$ cat config.mk
export PLATFORM = sky130hd
export DESIGN_NAME = eth_mgmt_top
export DESIGN_NICKNAME = d
export VERILOG_FILES = /design/src/source/eth_mgmt_pkg.sv /design/src/source/axil_reg_port.sv /design/src/source/eth_mgmt_top.sv /design/src/source/mdio_master.sv /design/src/source/mgmt_regs.sv
export SDC_FILE = /design/constraint.sdc
export NUM_CORES = 1
export LEC_CHECK = 0
export BUFFER_PORTS_ARGS = -buffer_cell sky130_fd_sc_hd__buf_4
export CAP_MARGIN = 5
export CORE_MARGIN = 8
export CORE_UTILIZATION = 50
export DETAILED_ROUTE_END_ITERATION = 16
export PLACE_DENSITY = 0.71
export SLEW_MARGIN = 20
export SYNTH_ARGS = -nofsm -noshare
export SYNTH_HDL_FRONTEND = slang
export SYNTH_SLANG_ARGS = --single-unit
$ cat constraint.sdc
create_clock -name clock -period 5.9 [get_ports clock]
set_clock_uncertainty 0.05 [all_clocks]
set_input_delay 0.295 -clock clock [delete_from_list [all_inputs] [get_ports clock]]
set_output_delay 0.295 -clock clock [all_outputs]
set_load 0.02 [all_outputs]
$ cat src/source/eth_mgmt_pkg.sv
//==========================================================================
// Ethernet management package: register map, bus structs, MDIO frame
//==========================================================================
`default_nettype none

package eth_mgmt_pkg;

    localparam int REG_ADDR_W = 12;
    localparam int DATA_W = 32;

    // MDIO clock half period in system clocks
    localparam int MDIO_HALF_CYCLES = 25;
    localparam int MDIO_DIV_W = $clog2(MDIO_HALF_CYCLES);
    localparam int MDIO_PREAMBLE_BITS = 32;

    localparam logic [REG_ADDR_W-1:0] REG_STATUS = 12'h000;
    localparam logic [REG_ADDR_W-1:0] REG_INT_ENABLE = 12'h008;
    localparam logic [REG_ADDR_W-1:0] REG_INT_STATUS = 12'h00C;
    localparam logic [REG_ADDR_W-1:0] REG_CONTROL = 12'h020;
    localparam logic [REG_ADDR_W-1:0] REG_MDIO_TX = 12'h024;
    localparam logic [REG_ADDR_W-1:0] REG_MDIO_RX = 12'h028;

    localparam int INT_BIT_MDIO_IDLE = 16;
    localparam int INT_BIT_PHY = 17;

    localparam logic [1:0] AXI_RESP_OKAY = 2'b00;

    // PCS/PMA status vector, bit 15 first
    typedef struct packed {
        logic [1:0] pause;
        logic       remote_fault;
        logic       duplex;
        logic [1:0] speed;
        logic [1:0] remote_fault_encdg;
        logic       phy_link;
        logic       rx_not_in_table;
        logic       rx_disp_err;
        logic       rudi_invalid;
        logic       rudi_i;
        logic       rudi_c;
        logic       link_sync;
        logic       link_status;
    } pcs_status_t;

    typedef struct packed {
        logic [REG_ADDR_W-1:0] aw_addr;
        logic                  aw_valid;
        logic [DATA_W-1:0]     w_data;
        logic                  w_valid;
        logic                  b_ready;
        logic [REG_ADDR_W-1:0] ar_addr;
        logic                  ar_valid;
        logic                  r_ready;
    } axil_req_t;

    typedef struct packed {
        logic              aw_ready;
        logic              w_ready;
        logic              b_valid;
        logic [1:0]        b_resp;
        logic              ar_ready;
        logic              r_valid;
        logic [DATA_W-1:0] r_data;
        logic [1:0]        r_resp;
    } axil_rsp_t;

    // One register access, strobes last a single cycle
    typedef struct packed {
        logic                  rd;
        logic                  wr;
        logic [REG_ADDR_W-1:0] addr;
        logic [DATA_W-1:0]     wdata;
    } reg_access_t;

    typedef struct packed {
        logic [1:0]  start;
        logic [1:0]  op;
        logic [4:0]  phy_addr;
        logic [4:0]  reg_addr;
        logic [1:0]  ta;
        logic [15:0] data;
    } mdio_fields_t;

    // Raw word for the shifter, fields for the op decode
    typedef union packed {
        logic [DATA_W-1:0] raw;
        mdio_fields_t      fields;
    } mdio_frame_u;

    typedef struct packed {
        logic        start;
        mdio_frame_u frame;
    } mdio_cmd_t;

endpackage

`default_nettype wire

$ cat src/source/axil_reg_port.sv
//==========================================================================
// AXI-Lite slave port, turns bus transfers into single register accesses
//==========================================================================
`default_nettype none

module axil_reg_port
    import eth_mgmt_pkg::*;
(
    input  logic              clock,
    input  logic              reset,
    input  axil_req_t         bus_i,
    output axil_rsp_t         bus_o,
    output reg_access_t       access_o,
    input  logic [DATA_W-1:0] rdata_i
);

    logic rd_pend;
    logic aw_pend;
    logic w_pend;
    logic rd_strobe;
    logic wr_strobe;
    logic r_valid;
    logic b_valid;
    logic [REG_ADDR_W-1:0] rd_addr;
    logic [REG_ADDR_W-1:0] wr_addr;
    logic [DATA_W-1:0] wr_data;
    logic [DATA_W-1:0] r_data;
    logic ar_ready;
    logic aw_ready;
    logic w_ready;
    logic ar_fire;
    logic aw_fire;
    logic w_fire;
    logic wr_go;
    logic rd_go;

    // No new address while a request or its response is outstanding
    assign ar_ready = !rd_pend && !r_valid;
    assign aw_ready = !aw_pend && !b_valid;
    assign w_ready = !w_pend && !b_valid;

    assign ar_fire = ar_ready && bus_i.ar_valid;
    assign aw_fire = aw_ready && bus_i.aw_valid;
    assign w_fire = w_ready && bus_i.w_valid;

    // Writes win when both sides are ready in the same cycle
    assign wr_go = aw_pend && w_pend;
    assign rd_go = rd_pend && !rd_strobe && !wr_go;

    always_ff @(posedge clock) begin
        if (reset) begin
            rd_pend <= 1'b0;
            aw_pend <= 1'b0;
            w_pend <= 1'b0;
            rd_strobe <= 1'b0;
            wr_strobe <= 1'b0;
            r_valid <= 1'b0;
            b_valid <= 1'b0;
        end else begin
            rd_strobe <= rd_go;
            wr_strobe <= wr_go;
            if (ar_fire) begin
                rd_pend <= 1'b1;
            end else if (rd_strobe) begin
                rd_pend <= 1'b0;
            end
            if (aw_fire) begin
                aw_pend <= 1'b1;
            end else if (wr_go) begin
                aw_pend <= 1'b0;
            end
            if (w_fire) begin
                w_pend <= 1'b1;
            end else if (wr_go) begin
                w_pend <= 1'b0;
            end
            if (rd_strobe) begin
                r_valid <= 1'b1;
            end else if (bus_i.r_ready) begin
                r_valid <= 1'b0;
            end
            if (wr_go) begin
                b_valid <= 1'b1;
            end else if (bus_i.b_ready) begin
                b_valid <= 1'b0;
            end
        end
    end

    // Captured address and data stay put until the response completes
    always_ff @(posedge clock) begin
        if (ar_fire) begin
            rd_addr <= bus_i.ar_addr;
        end
        if (aw_fire) begin
            wr_addr <= bus_i.aw_addr;
        end
        if (w_fire) begin
            wr_data <= bus_i.w_data;
        end
        if (rd_strobe) begin
            r_data <= rdata_i;
        end
    end

    always_comb begin
        access_o.rd = rd_strobe;
        access_o.wr = wr_strobe;
        access_o.addr = wr_strobe ? wr_addr : rd_addr;
        access_o.wdata = wr_data;

        bus_o.aw_ready = aw_ready;
        bus_o.w_ready = w_ready;
        bus_o.b_valid = b_valid;
        bus_o.b_resp = AXI_RESP_OKAY;
        bus_o.ar_ready = ar_ready;
        bus_o.r_valid = r_valid;
        bus_o.r_data = r_data;
        bus_o.r_resp = AXI_RESP_OKAY;
    end

endmodule

`default_nettype wire

$ cat src/source/eth_mgmt_top.sv
//==========================================================================
// Ethernet management top: AXI-Lite port, registers and MDIO master
//==========================================================================
`default_nettype none

module eth_mgmt_top
    import eth_mgmt_pkg::*;
(
    input  logic        clock,
    input  logic        reset,
    input  axil_req_t   bus_i,
    output axil_rsp_t   bus_o,
    input  pcs_status_t status_i,
    input  logic        phy_int_i,
    output logic        irq_o,
    output logic        phy_reset_o,
    output logic        mdc_o,
    output logic        mdio_o,
    output logic        mdio_oe_o,
    input  logic        mdio_i
);

    reg_access_t access;
    logic [DATA_W-1:0] rdata;
    mdio_cmd_t mdio_cmd;
    logic mdio_done;
    logic [DATA_W-1:0] mdio_rx;

    axil_reg_port axil_reg_port_i (
        .clock    (clock),
        .reset    (reset),
        .bus_i    (bus_i),
        .bus_o    (bus_o),
        .access_o (access),
        .rdata_i  (rdata)
    );

    mgmt_regs mgmt_regs_i (
        .clock       (clock),
        .reset       (reset),
        .access_i    (access),
        .rdata_o     (rdata),
        .status_i    (status_i),
        .phy_int_i   (phy_int_i),
        .mdio_done_i (mdio_done),
        .mdio_rx_i   (mdio_rx),
        .mdio_cmd_o  (mdio_cmd),
        .phy_reset_o (phy_reset_o),
        .irq_o       (irq_o)
    );

    mdio_master mdio_master_i (
        .clock     (clock),
        .reset     (reset),
        .cmd_i     (mdio_cmd),
        .done_o    (mdio_done),
        .rx_data_o (mdio_rx),
        .mdc_o     (mdc_o),
        .mdio_o    (mdio_o),
        .mdio_oe_o (mdio_oe_o),
        .mdio_i    (mdio_i)
    );

endmodule

`default_nettype wire

$ cat src/source/mdio_master.sv
//==========================================================================
// MDIO master, shifts preamble and one 32-bit frame, captures the reply
//==========================================================================
`default_nettype none

module mdio_master
    import eth_mgmt_pkg::*;
(
    input  logic              clock,
    input  logic              reset,
    input  mdio_cmd_t         cmd_i,
    output logic              done_o,
    output logic [DATA_W-1:0] rx_data_o,
    output logic              mdc_o,
    output logic              mdio_o,
    output logic              mdio_oe_o,
    input  logic              mdio_i
);

    logic active;
    logic tail;
    logic done_q;
    logic mdc_q;
    logic line_o_q;
    logic line_oe_q;
    logic [MDIO_DIV_W-1:0] div_cnt;
    logic [5:0] bit_cnt;
    logic [DATA_W-1:0] rx_shift;
    logic half_end;
    logic last_bit;
    logic [5:0] next_idx;
    logic [4:0] frame_pos;
    logic next_o;
    logic next_oe;

    assign half_end = div_cnt == MDIO_DIV_W'(MDIO_HALF_CYCLES - 1);
    assign last_bit = bit_cnt == 6'(MDIO_PREAMBLE_BITS + DATA_W - 1);

    // Line value and direction for the bit about to be driven
    always_comb begin
        next_idx = active ? bit_cnt + 6'd1 : 6'd0;
        frame_pos = ~next_idx[4:0];
        if (next_idx < 6'(MDIO_PREAMBLE_BITS)) begin
            next_o = 1'b1;
            next_oe = 1'b1;
        end else begin
            next_o = cmd_i.frame.raw[frame_pos];
            // Read op hands the line to the PHY from turnaround on
            next_oe = !(cmd_i.frame.fields.op[1] && frame_pos <= 5'd17);
        end
    end

    always_ff @(posedge clock) begin
        if (reset || !cmd_i.start) begin
            active <= 1'b0;
            tail <= 1'b0;
            done_q <= 1'b0;
            mdc_q <= 1'b0;
            line_o_q <= 1'b1;
            line_oe_q <= 1'b0;
            div_cnt <= '0;
            bit_cnt <= '0;
        end else if (!active && !done_q) begin
            // Launch with the first preamble bit
            active <= 1'b1;
            mdc_q <= 1'b0;
            div_cnt <= '0;
            bit_cnt <= '0;
            line_o_q <= next_o;
            line_oe_q <= next_oe;
        end else if (active) begin
            if (!half_end) begin
                div_cnt <= div_cnt + MDIO_DIV_W'(1);
            end else begin
                div_cnt <= '0;
                if (tail) begin
                    active <= 1'b0;
                    tail <= 1'b0;
                    done_q <= 1'b1;
                end else if (!mdc_q) begin
                    mdc_q <= 1'b1;
                end else begin
                    mdc_q <= 1'b0;
                    if (last_bit) begin
                        // One idle half period after the last bit
                        tail <= 1'b1;
                        line_o_q <= 1'b1;
                        line_oe_q <= 1'b0;
                    end else begin
                        bit_cnt <= next_idx;
                        line_o_q <= next_o;
                        line_oe_q <= next_oe;
                    end
                end
            end
        end
    end

    // Sample the line on rising MDC during the frame part
    always_ff @(posedge clock) begin
        if (active && !tail && half_end && !mdc_q &&
            bit_cnt >= 6'(MDIO_PREAMBLE_BITS)) begin
            rx_shift <= {rx_shift[DATA_W-2:0], mdio_i};
        end
    end

    assign done_o = done_q;
    assign rx_data_o = rx_shift;
    assign mdc_o = mdc_q;
    assign mdio_o = line_o_q;
    assign mdio_oe_o = line_oe_q;

endmodule

`default_nettype wire

$ cat src/source/mgmt_regs.sv
//==========================================================================
// Management registers, interrupt logic and MDIO command launch
//==========================================================================
`default_nettype none

module mgmt_regs
    import eth_mgmt_pkg::*;
(
    input  logic              clock,
    input  logic              reset,
    input  reg_access_t       access_i,
    output logic [DATA_W-1:0] rdata_o,
    input  pcs_status_t       status_i,
    input  logic              phy_int_i,
    input  logic              mdio_done_i,
    input  logic [DATA_W-1:0] mdio_rx_i,
    output mdio_cmd_t         mdio_cmd_o,
    output logic              phy_reset_o,
    output logic              irq_o
);

    logic [DATA_W-1:0] int_enable;
    logic [DATA_W-1:0] int_status;
    logic phy_run;
    logic mdio_start;
    mdio_frame_u mdio_tx;
    logic [DATA_W-1:0] mdio_rx;
    logic [2:0] phy_int_sync;
    logic mdio_ack;

    assign mdio_ack = mdio_start && mdio_done_i;

    // PHY interrupt pin is asynchronous
    always_ff @(posedge clock) begin
        if (reset) begin
            phy_int_sync <= '0;
        end else begin
            phy_int_sync <= {phy_int_sync[1:0], phy_int_i};
        end
    end

    always_ff @(posedge clock) begin
        if (reset) begin
            int_enable <= '0;
            phy_run <= 1'b0;
            mdio_start <= 1'b0;
        end else begin
            if (access_i.wr) begin
                case (access_i.addr)
                    REG_INT_ENABLE: int_enable <= access_i.wdata;
                    REG_CONTROL: phy_run <= access_i.wdata[0];
                    REG_MDIO_TX: mdio_start <= 1'b1;
                    default: ;
                endcase
            end
            // Engine handshake, start drops once done is seen
            if (mdio_ack) begin
                mdio_start <= 1'b0;
            end
        end
    end

    always_ff @(posedge clock) begin
        if (access_i.wr && access_i.addr == REG_MDIO_TX) begin
            mdio_tx.raw <= access_i.wdata;
        end
        if (mdio_ack) begin
            mdio_rx <= mdio_rx_i;
        end
    end

    always_comb begin
        int_status = '0;
        int_status[$bits(pcs_status_t)-1:0] = status_i;
        int_status[INT_BIT_MDIO_IDLE] = !mdio_start;
        int_status[INT_BIT_PHY] = phy_int_sync[2];
    end

    assign irq_o = |(int_enable & int_status);
    assign phy_reset_o = !phy_run;

    always_comb begin
        mdio_cmd_o.start = mdio_start;
        mdio_cmd_o.frame = mdio_tx;
    end

    // Read mux, unmapped addresses return zero
    always_comb begin
        rdata_o = '0;
        if (access_i.rd) begin
            case (access_i.addr)
                REG_STATUS: rdata_o[$bits(pcs_status_t)-1:0] = status_i;
                REG_INT_ENABLE: rdata_o = int_enable;
                REG_INT_STATUS: rdata_o = int_status;
                REG_CONTROL: rdata_o[0] = phy_run;
                REG_MDIO_TX: rdata_o = mdio_tx.raw;
                REG_MDIO_RX: rdata_o = mdio_rx;
                default: rdata_o = '0;
            endcase
        end
    end

endmodule

`default_nettype wire

==> summary.md <==
| Metric | Value |
|---|---|
| Filler instances | between 1000 and 1500 |
| Sequential-to-total area share from yosys stat | 0.732 |
| Crit path DAT | 4.11 ns |
| CTS Root Cell | clkbuf_16 |
| Reg-to-Reg Start | axil_reg_port_i.wr_strobe$_SDFF_PP0_ |
| Clock Path Buffers | 3 |
| Cell chain of the critical path | mux2i_2, o211ai_1, a211oi_4, buf_4, and2_1, buf_4, nand2_1, a21oi_1 |
| Clock latency on the worst-skew pair | about 0.53 ns |
| Synth area leader | edfxtp_1 |
| Avg Inst Size Synth | ~14 sq um |
| FFs w/ async S/R, synth | 0 |
| Top cells by area, synth | edfxtp_1 60%, dfxtp_1 13%, nand2_1 3.3% |
| Synth cell count leaders | 184 x edfxtp_1, 80 x nand2_1, 61 x dfxtp_1 |
| CTS clk-pin slew, worst paths | about 0.06 ns |
| Vias in the first global route | between 6000 and 7000 |
| Post-synth EDFFs | roughly 180 |
| Iteration-0 DRC Markers | roughly 640 |
| Max Slew Vio Count | 0 |
| Maxcap violations | 0 |
| DR WL/cell | about 21 microns |
| Highest net fanout along the worst path | 33 |
| Synth top area share | 0.600 |
| Final Hold Vio Count | 0 |
| Worst Hold Endpoint | axil_reg_port_i.r_valid$_SDFFE_PP0P_ |
| Top delay family on crit path | simple AND/OR/NAND/NOR gates |
| Clk sinks | ~250 |
| Vias | roughly 6200 |
| WP buf/inv | 2 |
| Register area | about 6700 sq um |
| Synth cell types | 57 |
| Cells on Worst Hold Path | 4 |
| Mapped cell area | 9210 sq um |
| Gpl congestion | 0.847 |
| Critical R2R Capture | mgmt_regs_i.int_enable[26]$_SDFFE_PP0P_ |
| Chip Height | approximately 150 microns |
| First-pass GRT wire length | 35100 microns |
| Slew @ Worst Pin | between 0.9 and 1 ns |
| WS Path Type | reg2reg |
| DRT Pass-1 Iters | 6 |
| Final Routed Wirelength | about 23000 microns |
| Detail Placement HPWL | roughly 15000 microns |
| Startpoint Class | register |
| Tightest Hold Check Type | in2reg |
| Chip Width | 152 microns |
| CP most frequent cell | buf_4 |
| Critical hold path startpoint | bus_i[0] |
| Initial core utilization | 0.511 |
| Slew HR | 0.350 |
| Worst R2R Path Depth | 8 |
| CTS Buf Count | 25 |
| Antenna violations before repair | 0 |
| Max frequency | 269 MHz |
| FP Rows | 49 |
| Port Buf Inserts | 122 |
| Number of H-tree levels | 1 |
| Vias/cell | approximately 5.7 |
| Remaining DRCs | 0 |
| Area growth syn-to-layout | 27.2% |
| Final min period | approximately 3.7 ns |
| Total GRT Usage | 0.198 |
| Setup_tns | 0 ns |
| Top FF cell, synth | edfxtp_1 |
| DP Area | between 10000 and 15000 sq um |
| Post-Synthesis Cells | 656 |
| Core area | 18000 sq um |
| CTS tree | yes |
| Antenna-violating nets left | 0 |
| Synth warnings | 0 |
| Pleak | 4.16 nW |
| Grt total ovfl | 0 |
| Largest net degree at the start of global routing | 46 |
| Area of the multi-input gates | about 2200 sq um |
| Most frequent cell after synthesis | edfxtp_1 |
| R2R Setup Slk | 2.18 ns |
| Ports | 127 |
| Largest stage delay on the critical path | a little over 0.8 ns |
| Worst path slowest cell | and2_1 |
| CP Capture Type | register |
| Peak supply drop | 0.234 mV |
| Power Dens Cells | between 300 and 400 nW/um^2 |
| FF+latch count, synth | between 200 and 250 |
| Status | completed |
| Die area | around 23000 sq um |
| Crit path from | axil_reg_port_i.wr_strobe$_SDFF_PP0_ |
| Inserted Diodes | 0 |
| Fin crit share | 0.630 |
| Setup Viol. Count Final | 0 |
| Share of post-route cells with drive strength above 1 | 0.226 |
| Finished Cell Area | 11700 sq um |
| Worst EP required | ~6.3 ns |
| Final net count | 921 |
| RSZ-0062 raised after global routing | no |
==> worst reg2reg max path, stage by stage, from the launching register on <==
cell,delay [ns]
dfxtp_1,0.65
mux2i_2,0.59
o211ai_1,0.31
a211oi_4,0.27
buf_4,0.40
and2_1,0.84
buf_4,0.32
nand2_1,0.08
a21oi_1,0.12
==> registers in the layout, indices dropped and copies added (netlist names), 6 cells and up <==
| name | cells |
|---|---|
| axil_reg_port_i.rd_addr | 12 |
| mgmt_regs_i.int_enable | 32 |
| axil_reg_port_i.wr_addr | 12 |
| axil_reg_port_i.wr_data | 32 |
| mdio_master_i.rx_data_o | 32 |
| mgmt_regs_i.mdio_rx | 32 |
| mgmt_regs_i.mdio_tx | 32 |
| mdio_master_i.bit_cnt | 6 |
| axil_reg_port_i.r_data | 32 |
==> worst max path at each step <==
| stage | slack, ns | cells after the start | to |
|---|---|---|---|
| finish | 2.18 | 8 | mgmt_regs_i.int_enable[26]$_SDFFE_PP0P_ |
| floorplan | 0.91 | 4 | mdio_master_i.rx_data_o[0]$_DFFE_PP_ |
| detailed placement | 2.28 | 8 | mgmt_regs_i.int_enable[24]$_SDFFE_PP0P_ |
| global route | 1.98 | 8 | mgmt_regs_i.int_enable[29]$_SDFFE_PP0P_ |
| CTS | 2.29 | 8 | mgmt_regs_i.int_enable[24]$_SDFFE_PP0P_ |
| global placement | 2.53 | 8 | mgmt_regs_i.int_enable[30]$_SDFFE_PP0P_ |
==> final cells by class <==
type	count	area share
clock buffers	31	0.0579
repair buffers	189	0.134
well taps	229	0.0245
inverters	24	0.00769
flip-flops and latches	245	0.576
multi-input cells	351	0.187
clock inverters	15	0.0131
==> routing by layer <==
| metal | global-route usage | vias to the layer above | part of all wire |
|---|---|---|---|
| met3 | 0.0425 | 39 | 0.10 |
| met5 | 0 | - | 0 |
| li1 | - | 2799 | - |
| met2 | 0.325 | 366 | 0.47 |
| met1 | 0.260 | 2986 | 0.41 |
| met4 | 0.0554 | 0 | 0.023 |
==> cells in the final DEF, fill, tap and decap left out, types with 6 or more instances in the layout <==
master         count
dfxtp_1           61
nor2_1            34
nand2_1           80
nand2b_1           8
nor2b_1            6
buf_4            130
inv_1             24
a21oi_1           49
mux2i_1            9
nand3_1            6
o21ai_0           11
clkbuf_16         25
a22oi_1           35
clkinv_2           8
a222oi_1          14
dlygate4sd3_1     59
edfxtp_1         184
xnor2_1            6
and2_1             6
==> what timing repair did <==
action | 4_1_cts | 5_1_grt
setup endpoints to repair | 0 | 0
endpoints found under the hold margin | 59 | 0
setup buffers | 0 | 0
hold buffers | 59 | 0
resized for setup | 0 | 0
==> logic make-up (layout without fill, tap and decap cells) <==
family                     Yosys count  count (layout)  share of synthesized area
adders and majority gates            4               4                    0.00543
muxes                               17              17                     0.0235
DFF                                245             245                      0.732
xor gates and xnor gates            10              10                    0.00951
and+or+nand+nor                    174             174                     0.0915
buffers and inverters               63             259                     0.0334
AOI/OAI and AO/OA                  142             142                      0.104
other                                1               4                   0.000407
==> power breakdown <==
part	switching (mW)	internal [mW]
Clock	0.640	0.947
Combinational	0.0819	0.0822
Sequential	0.0220	1.89
Total	0.744	2.92
==> through the flow <==
step,total power [mW],std cells,worst slack [ns],hold WS [ns],util
6_report,3.66,1084,2.18,0.0356,0.650
5_1_grt,3.76,1084,1.98,0.0372,0.650
4_1_cts,3.68,1084,2.29,0.0264,0.649
3_5_place_dp,2.08,979,2.28,0.360,0.571
3_3_place_gp,2.07,979,2.53,0.362,0.571
2_1_floorplan,2.00,659,0.907,0.344,-
(Power assumes the default switching activity.)
